--- config.mk ---
export PLATFORM = sky130hd
export DESIGN_NAME = cmd_decoder_top
export DESIGN_NICKNAME = d
export VERILOG_FILES = /design/src/rtl/cmd_pkg.sv /design/src/rtl/frame_filter.sv /design/src/rtl/cmd_packer.sv /design/src/rtl/cmd_queue.sv /design/src/rtl/cmd_executor.sv /design/src/rtl/cmd_decoder_top.sv
export SDC_FILE = /design/constraint.sdc
export NUM_CORES = 1
export LEC_CHECK = 0
export ABC_CLOCK_PERIOD_IN_PS = 3500
export BUFFER_PORTS_ARGS = -buffer_cell sky130_fd_sc_hd__buf_4
export CORE_ASPECT_RATIO = 1.25
export CORE_MARGIN = 1
export CORE_UTILIZATION = 30
export CTS_BUF_LIST = sky130_fd_sc_hd__clkbuf_2
export DETAILED_ROUTE_END_ITERATION = 6
export SYNTH_ARGS = -nofsm -noshare
export SYNTH_HDL_FRONTEND = slang
export SYNTH_HIERARCHICAL = 1
export SYNTH_SLANG_ARGS = --single-unit
export TNS_END_PERCENT = 100
--- constraint.sdc ---
create_clock -name gtx_clk_bufg -period 3.5 [get_ports gtx_clk_bufg]
set_input_delay 0.35 -clock gtx_clk_bufg [delete_from_list [all_inputs] [get_ports gtx_clk_bufg]]
set_output_delay 0.35 -clock gtx_clk_bufg [all_outputs]
set_load 0.03 [all_outputs]
--- src/rtl/cmd_pkg.sv ---
package cmd_pkg;

  // ************************************************************
  // widths and frame layout
  // ************************************************************
  localparam int MAC_BYTES = 6;           // bytes per mac address
  localparam int HDR_BYTES = 14;          // dest + src + ethertype
  localparam int CMD_BYTES = 8;           // one command on the wire
  localparam int CMD_BITS  = CMD_BYTES * 8;

  typedef logic [MAC_BYTES*8-1:0] mac_addr_t;

  // command word, first byte on the wire sits in the top byte
  //   [63:56] opcode
  //   [55:48] register address
  //   [47:32] reserved
  //   [31:0]  data, msb first
  typedef logic [CMD_BITS-1:0] cmd_word_t;

  // receive decode enable is bit 5, everything else off
  localparam logic [7:0] ETH_CTRL_RESET = 8'h20;

  // ************************************************************
  // enums
  // ************************************************************
  typedef enum logic [7:0] {
    OP_NOP      = 8'h00,  // accepted, nothing written
    OP_WR_CHIRP = 8'h01,  // chirp param at addr[1:0]
    OP_WR_CTRL  = 8'h02   // addr 0 fmc150, addr 1 ethernet
  } opcode_e;

  typedef enum logic [1:0] {
    ST_HDR     = 2'd0,    // walking dest/src/type
    ST_PAYLOAD = 2'd1,    // addresses matched, forward bytes
    ST_DROP    = 2'd2     // wrong address, swallow until tlast
  } filter_state_e;

endpackage

--- src/rtl/frame_filter.sv ---
`timescale 1ns/10ps

module frame_filter import cmd_pkg::*; #(
  parameter mac_addr_t DEST_ADDR = '0,
  parameter mac_addr_t SRC_ADDR  = '0
) (
  input  logic       gtx_clk_bufg,
  input  logic       gtx_resetn,
  input  logic [7:0] rx_axis_tdata,
  input  logic       rx_axis_tvalid,
  input  logic       rx_axis_tlast,
  output logic       rx_axis_tready,
  output logic [7:0] pay_byte,
  output logic       pay_valid,
  output logic       pay_last,
  input  logic       pay_ready
);

  // both addresses in wire order, dest first, msb byte first
  localparam logic [2*MAC_BYTES*8-1:0] ADDR_REF = {DEST_ADDR, SRC_ADDR};

  filter_state_e state;
  logic [3:0]    hdr_cnt;       // 0..13 while in the header
  logic [7:0]    exp_byte;      // expected address byte at hdr_cnt
  logic          rx_fire;
  logic          addr_miss;

  // credits are the packer's business, just pass its ready upstream
  assign rx_axis_tready = pay_ready;
  assign rx_fire        = rx_axis_tvalid & rx_axis_tready;

  // pick the reference byte for the current header position
  always_comb begin
    exp_byte = 8'h00;
    for (int i = 0; i < 2*MAC_BYTES; i++) begin
      if (hdr_cnt == i) exp_byte = ADDR_REF[8*(2*MAC_BYTES-1-i) +: 8];
    end
  end

  // ethertype bytes are not checked
  assign addr_miss = (hdr_cnt < 2*MAC_BYTES) && (rx_axis_tdata != exp_byte);

  // ************************************************************
  // header walk
  // ************************************************************
  always_ff @(posedge gtx_clk_bufg) begin
    if (!gtx_resetn) begin
      state   <= ST_HDR;
      hdr_cnt <= '0;
    end else if (rx_fire) begin
      if (rx_axis_tlast) begin        // any state, next byte starts a frame
        state   <= ST_HDR;
        hdr_cnt <= '0;
      end else begin
        case (state)
          ST_HDR: begin
            hdr_cnt <= hdr_cnt + 4'd1;
            if (addr_miss)
              state <= ST_DROP;
            else if (hdr_cnt == HDR_BYTES-1)
              state <= ST_PAYLOAD;      // last type byte
          end
          ST_PAYLOAD: state <= ST_PAYLOAD;
          default:    state <= ST_DROP; // hold until tlast
        endcase
      end
    end
  end

  // ************************************************************
  // payload register, one cycle behind the rx port
  // ************************************************************
  always_ff @(posedge gtx_clk_bufg) begin
    if (!gtx_resetn) begin
      pay_valid <= 1'b0;
      pay_last  <= 1'b0;
    end else begin
      pay_valid <= rx_fire && (state == ST_PAYLOAD);
      pay_last  <= rx_fire && (state == ST_PAYLOAD) && rx_axis_tlast;
    end
  end

  always_ff @(posedge gtx_clk_bufg) begin
    if (rx_fire) pay_byte <= rx_axis_tdata;   // data only, no reset
  end

endmodule

--- src/rtl/cmd_packer.sv ---
`timescale 1ns/10ps

module cmd_packer import cmd_pkg::*; #(
  parameter int CMD_CREDITS = 4
) (
  input  logic       gtx_clk_bufg,
  input  logic       gtx_resetn,
  input  logic [7:0] pay_byte,
  input  logic       pay_valid,
  input  logic       pay_last,
  output logic       pay_ready,
  output cmd_word_t  cmd_word,
  output logic       cmd_push,
  input  logic       credit_ret
);

  localparam int CW = $clog2(CMD_CREDITS+1);
  localparam int IW = $clog2(CMD_BYTES);

  logic [CW-1:0] credits;       // free slots in the queue
  logic [IW-1:0] byte_idx;      // position inside current command
  logic          cmd_full;

  assign cmd_full  = pay_valid && (byte_idx == IW'(CMD_BYTES-1));
  assign pay_ready = (credits != '0);   // filter stalls the mac on zero

  // shift in msb first, the word is complete while cmd_push is high
  always_ff @(posedge gtx_clk_bufg) begin
    if (pay_valid) cmd_word <= {cmd_word[CMD_BITS-9:0], pay_byte};
  end

  always_ff @(posedge gtx_clk_bufg) begin
    if (!gtx_resetn) begin
      byte_idx <= '0;
      cmd_push <= 1'b0;
    end else begin
      cmd_push <= cmd_full;
      if (pay_valid) begin
        if (pay_last || cmd_full)
          byte_idx <= '0;             // partial tail is dropped here
        else
          byte_idx <= byte_idx + 1'b1;
      end
    end
  end

  // ************************************************************
  // credit counter, spent as the queue takes the push
  // ************************************************************
  always_ff @(posedge gtx_clk_bufg) begin
    if (!gtx_resetn) begin
      credits <= CW'(CMD_CREDITS);    // queue empty, all credits home
    end else begin
      case ({cmd_push, credit_ret})
        2'b10:   credits <= credits - 1'b1;
        2'b01:   credits <= credits + 1'b1;
        default: credits <= credits;  // both or neither, net zero
      endcase
    end
  end

endmodule

--- src/rtl/cmd_queue.sv ---
`timescale 1ns/10ps

module cmd_queue import cmd_pkg::*; #(
  parameter int CMD_CREDITS = 4
) (
  input  logic      gtx_clk_bufg,
  input  logic      gtx_resetn,
  input  cmd_word_t cmd_word,
  input  logic      cmd_push,
  output cmd_word_t q_word,
  output logic      q_valid,
  input  logic      q_pop,
  output logic      credit_ret
);

  localparam int PW = (CMD_CREDITS > 1) ? $clog2(CMD_CREDITS) : 1;
  localparam int CW = $clog2(CMD_CREDITS+1);

  cmd_word_t     mem [CMD_CREDITS];
  logic [PW-1:0] wr_ptr;
  logic [PW-1:0] rd_ptr;
  logic [CW-1:0] count;        // occupancy
  logic          pop_ok;

  assign q_valid    = (count != '0);
  assign q_word     = mem[rd_ptr];       // head, visible the cycle after push
  assign pop_ok     = q_pop & q_valid;
  assign credit_ret = pop_ok;            // one credit per popped word

  // no full check, the packer's credits keep pushes within depth
  always_ff @(posedge gtx_clk_bufg) begin
    if (cmd_push) mem[wr_ptr] <= cmd_word;
  end

  always_ff @(posedge gtx_clk_bufg) begin
    if (!gtx_resetn) begin
      wr_ptr <= '0;
      rd_ptr <= '0;
      count  <= '0;
    end else begin
      if (cmd_push)
        wr_ptr <= (wr_ptr == PW'(CMD_CREDITS-1)) ? '0 : wr_ptr + 1'b1;
      if (pop_ok)
        rd_ptr <= (rd_ptr == PW'(CMD_CREDITS-1)) ? '0 : rd_ptr + 1'b1;
      case ({cmd_push, pop_ok})
        2'b10:   count <= count + 1'b1;
        2'b01:   count <= count - 1'b1;
        default: count <= count;
      endcase
    end
  end

endmodule

--- src/rtl/cmd_executor.sv ---
`timescale 1ns/10ps

module cmd_executor import cmd_pkg::*; (
  input  logic        gtx_clk_bufg,
  input  logic        gtx_resetn,
  input  cmd_word_t   q_word,
  input  logic        q_valid,
  output logic        q_pop,
  input  logic [7:0]  gpio_dip_sw,
  output logic [31:0] chirp_control_word,
  output logic [31:0] chirp_freq_offset,
  output logic [31:0] chirp_tuning_word_coeff,
  output logic [31:0] chirp_count_max,
  output logic [7:0]  fmc150_ctrl_bus,
  output logic [7:0]  ethernet_ctrl_bus,
  output logic [7:0]  gpio_led,
  output logic        decode_err
);

  opcode_e     opcode;
  logic [7:0]  reg_addr;
  logic [31:0] reg_data;
  logic [3:0]  cmd_cnt;          // executed good commands, wraps
  logic [3:0]  err_cnt;          // bad opcodes, wraps

  // field split of the head word
  assign opcode   = opcode_e'(q_word[63:56]);
  assign reg_addr = q_word[55:48];
  assign reg_data = q_word[31:0];

  assign q_pop    = q_valid & ~gpio_dip_sw[7];   // sw7 on freezes the queue
  assign gpio_led = {err_cnt, cmd_cnt};

  // ************************************************************
  // decode and register bank
  // ************************************************************
  always_ff @(posedge gtx_clk_bufg) begin
    if (!gtx_resetn) begin
      chirp_control_word      <= '0;
      chirp_freq_offset       <= '0;
      chirp_tuning_word_coeff <= '0;
      chirp_count_max         <= '0;
      fmc150_ctrl_bus         <= '0;
      ethernet_ctrl_bus       <= ETH_CTRL_RESET;
      cmd_cnt                 <= '0;
      err_cnt                 <= '0;
      decode_err              <= 1'b0;
    end else begin
      decode_err <= 1'b0;        // single cycle pulse
      if (q_pop) begin
        case (opcode)
          OP_NOP: cmd_cnt <= cmd_cnt + 4'd1;
          OP_WR_CHIRP: begin
            cmd_cnt <= cmd_cnt + 4'd1;
            case (reg_addr[1:0])
              2'd0: chirp_control_word      <= reg_data;
              2'd1: chirp_freq_offset       <= reg_data;
              2'd2: chirp_tuning_word_coeff <= reg_data;
              2'd3: chirp_count_max         <= reg_data;
            endcase
          end
          OP_WR_CTRL: begin
            cmd_cnt <= cmd_cnt + 4'd1;   // counts even for an unused addr
            if (reg_addr == 8'd0) fmc150_ctrl_bus   <= reg_data[7:0];
            if (reg_addr == 8'd1) ethernet_ctrl_bus <= reg_data[7:0];
          end
          default: begin
            // unknown opcode, bank untouched
            decode_err <= 1'b1;
            err_cnt    <= err_cnt + 4'd1;
          end
        endcase
      end
    end
  end

endmodule

--- src/rtl/cmd_decoder_top.sv ---
`timescale 1ns/10ps

module cmd_decoder_top import cmd_pkg::*; #(
  parameter mac_addr_t DEST_ADDR   = 48'h985aebdb066f,
  parameter mac_addr_t SRC_ADDR    = 48'h5a0102030405,
  parameter int        CMD_CREDITS = 4
) (
  input  logic        gtx_clk_bufg,
  input  logic        gtx_resetn,

  // receive byte stream from the mac
  input  logic [7:0]  rx_axis_tdata,
  input  logic        rx_axis_tvalid,
  input  logic        rx_axis_tlast,
  output logic        rx_axis_tready,

  input  logic [7:0]  gpio_dip_sw,   // sw7 pauses execution

  // register bank
  output logic [31:0] chirp_control_word,
  output logic [31:0] chirp_freq_offset,
  output logic [31:0] chirp_tuning_word_coeff,
  output logic [31:0] chirp_count_max,
  output logic [7:0]  fmc150_ctrl_bus,
  output logic [7:0]  ethernet_ctrl_bus,
  output logic [7:0]  gpio_led,      // {err count, cmd count}
  output logic        decode_err
);

  // filter -> packer
  logic [7:0] pay_byte;
  logic       pay_valid;
  logic       pay_last;
  logic       pay_ready;      // packer holds a credit

  // packer -> queue, credits come back
  cmd_word_t  cmd_word;
  logic       cmd_push;
  logic       credit_ret;

  // queue -> executor
  cmd_word_t  q_word;
  logic       q_valid;
  logic       q_pop;

  frame_filter #(
    .DEST_ADDR (DEST_ADDR),
    .SRC_ADDR  (SRC_ADDR)
  ) frame_filter_inst (
    .gtx_clk_bufg   (gtx_clk_bufg),
    .gtx_resetn     (gtx_resetn),
    .rx_axis_tdata  (rx_axis_tdata),
    .rx_axis_tvalid (rx_axis_tvalid),
    .rx_axis_tlast  (rx_axis_tlast),
    .rx_axis_tready (rx_axis_tready),
    .pay_byte       (pay_byte),
    .pay_valid      (pay_valid),
    .pay_last       (pay_last),
    .pay_ready      (pay_ready)
  );

  cmd_packer #(
    .CMD_CREDITS (CMD_CREDITS)
  ) cmd_packer_inst (
    .gtx_clk_bufg (gtx_clk_bufg),
    .gtx_resetn   (gtx_resetn),
    .pay_byte     (pay_byte),
    .pay_valid    (pay_valid),
    .pay_last     (pay_last),
    .pay_ready    (pay_ready),
    .cmd_word     (cmd_word),
    .cmd_push     (cmd_push),
    .credit_ret   (credit_ret)
  );

  cmd_queue #(
    .CMD_CREDITS (CMD_CREDITS)    // depth == credits, never overflows
  ) cmd_queue_inst (
    .gtx_clk_bufg (gtx_clk_bufg),
    .gtx_resetn   (gtx_resetn),
    .cmd_word     (cmd_word),
    .cmd_push     (cmd_push),
    .q_word       (q_word),
    .q_valid      (q_valid),
    .q_pop        (q_pop),
    .credit_ret   (credit_ret)
  );

  cmd_executor cmd_executor_inst (
    .gtx_clk_bufg            (gtx_clk_bufg),
    .gtx_resetn              (gtx_resetn),
    .q_word                  (q_word),
    .q_valid                 (q_valid),
    .q_pop                   (q_pop),
    .gpio_dip_sw             (gpio_dip_sw),
    .chirp_control_word      (chirp_control_word),
    .chirp_freq_offset       (chirp_freq_offset),
    .chirp_tuning_word_coeff (chirp_tuning_word_coeff),
    .chirp_count_max         (chirp_count_max),
    .fmc150_ctrl_bus         (fmc150_ctrl_bus),
    .ethernet_ctrl_bus       (ethernet_ctrl_bus),
    .gpio_led                (gpio_led),
    .decode_err              (decode_err)
  );

endmodule

==> run metrics <==
status complete, no violations; first-pass GRT wire length approximately 53 mm; die height between 200 and 300 um; Util after Layout between 30 and 40%; worst-skew pair later-pin latency about 1000 ps; Root Driver clkbuf_2; CTS buffer count between 100 and 150; largest net degree at the start of global routing 96; Final Hold Violating Endpoints 0; hold path cells 2; Syn Nets about 1,100; Crit Path Category reg -> reg; vias per std cell ~4.7; most common cell after layout, fill and taps aside edfxtp_1; initial antenna violation count 2; Max Fclk between 0.3 and 0.4 GHz; final WL 33.8 mm; io pins roughly 170; Power per Cell Area approximately 460 nW/um2; critical path data arrival time around 3700 ps; Req. time, crit path ~4400 ps; share of cells above drive strength 1 between 30% and 40%; number of core rows 94; H-tree Lvls 3; Post-Synthesis Cells around 1,100; die width ~210 um; GRT Total Usage roughly 12%; TNS Setup 0 ps; vias in the first global route 9,555; hold path startpoint rx_axis_tdata[7]; Fillers ~5,000; Slew Viols, Final 0; reg2reg end cmd_executor_inst/chirp_freq_offset[19]; mean area per synthesized cell roughly 15 um2; Vias roughly 9,700; initial core utilization between 30% and 40%; most frequent cells in the layout edfxtp_1 (264), buf_4 (175), dfxtp_1 (174); synthesis-to-layout area growth 19.4%; maximum root-to-sink buffer count 3; critical path startpoint category flip-flop; Clock transition at path regs 100 ps; Post-Route Skew approximately 120 ps; Slew @ Worst Pin approximately 860 ps; synth warn 6; DIE AREA ~54,000 um2; Avg WL per Cell 16.3 um; Reg2Reg Setup Slack about 690 ps; DP Wirelength between 20 and 25 mm; total of max-cap violations 0; worst hold endpoint frame_filter_inst/pay_byte[7]; iteration count of the initial detailed-routing pass 6; total core area 52,700 um2; TritonCTS clock tree done; # setup viols final 0; setup repair bufs after CTS 0; unrepaired setup endpoints after global routing no; Placer Congestion roughly 0.74; input/output buffers about 170; Tmin final roughly 2800 ps; Routed Antenna Nets 0; maximum fanout along the worst path 47; worst vdd ir around 0.18 mV; Hold Crit Class in -> reg; worst r2r path cells 7; 1st-iter DRT viols between 400 and 500; # nets final 1,356; Clock Sinks between 400 and 500; Synth Cell Area between 15,000 and 20,000 um2; Worst slew margin a little over two fifths; final cycle utilization of the critical path about four fifths; Worst setup EP type flip-flop; drt drc 0; GRT overflow 0; Pleak between 0.006 and 0.007 uW
-- state kept, by name, indices dropped and copies added, names as in the netlist, named ones only --
register and flops:
cmd_queue_inst/rd_ptr 2, frame_filter_inst/state 2, cmd_packer_inst/cmd_word 64, cmd_executor_inst/cmd_cnt 4, cmd_executor_inst/chirp_tuning_word_coeff 32, cmd_queue_inst/count 3, frame_filter_inst/pay_valid 1, cmd_executor_inst/chirp_count_max 32
cmd_executor_inst/err_cnt 4, cmd_packer_inst/byte_idx 3, cmd_packer_inst/credits 3, cmd_queue_inst/mem 192, cmd_queue_inst/wr_ptr 2, frame_filter_inst/hdr_cnt 4, cmd_executor_inst/chirp_freq_offset 32, cmd_executor_inst/chirp_control_word 32
cmd_executor_inst/ethernet_ctrl_bus 8, cmd_packer_inst/cmd_push 1, cmd_executor_inst/decode_err 1, frame_filter_inst/pay_byte 8, cmd_executor_inst/fmc150_ctrl_bus 8, frame_filter_inst/pay_last 1
-- layer usage --
metal | routed length [um] | up-vias | track usage [%] | share of wire [%]
met5 | 0 | - | 0 | 0
met1 | 14600 | 4708 | 15.1 | 43
met3 | 1930 | 65 | 3.26 | 5.7
met4 | 836 | 0 | 5.88 | 2.5
li1 | - | 4610 | - | -
met2 | 16400 | 308 | 20.5 | 49
-- where the power goes --
part	switching (uW)	total, uW	internal, uW
Clock	1970	3270	1300
Combinational	83.5	131	47.4
Sequential	4.06	5450	5440
Total	2060	8840	6790
-- critical path: stages (launching register included) --
cell,delay (ps)
dfxtp_2,610
buf_4,280
mux4_1,630
nor2b_1,240
nand4_2,410
buf_12,340
nand3_1,90
o21ai_0,100
-- area by class of cell --
cell class,instances,area (um2),area share (%)
antenna,5,12.5,0.0655
clock buffer,160,801,4.19
clock inverter,28,154,0.806
inverter,14,52.6,0.275
multi-input combinational,556,4120,21.6
sequential,441,11500,60.1
tap,672,841,4.40
timing repair buffer,200,1640,8.57
-- what timing repair did --
item / CTS / global route
gates resized for setup: 0 / 0
hold buffers: 17 / 0
endpoints found under the hold margin: 127 / 0
-- worst max-delay path by stage --
stage	endpoint	slack (ps)	startpoint	cells past startpoint
global placement	cmd_executor_inst/chirp_freq_offset[19]	680	flip-flop	7
floorplan	cmd_executor_inst/chirp_tuning_word_coeff[21]	990	flip-flop	8
global route	cmd_executor_inst/chirp_freq_offset[4]	380	flip-flop	7
finish	cmd_executor_inst/chirp_freq_offset[19]	690	flip-flop	7
detailed placement	cmd_executor_inst/chirp_freq_offset[19]	620	flip-flop	7
CTS	cmd_executor_inst/chirp_freq_offset[29]	630	flip-flop	7
-- stage by stage --
stage | instances | power [uW] | hold slack [ps] | area [um2] | worst slack, ps
global placement | 1866 | 5680 | 405 | 18000 | 680
global route | 2076 | 9270 | 55.2 | 19100 | 378
detailed placement | 1866 | 5680 | 405 | 18000 | 624
CTS | 2071 | 8990 | 10.5 | 19100 | 635
finish | 2076 | 8840 | 166 | 19100 | 690
floorplan | 1076 | 5640 | 400 | 16000 | 992
No activity file was read; power rests on OpenSTA's default activity.
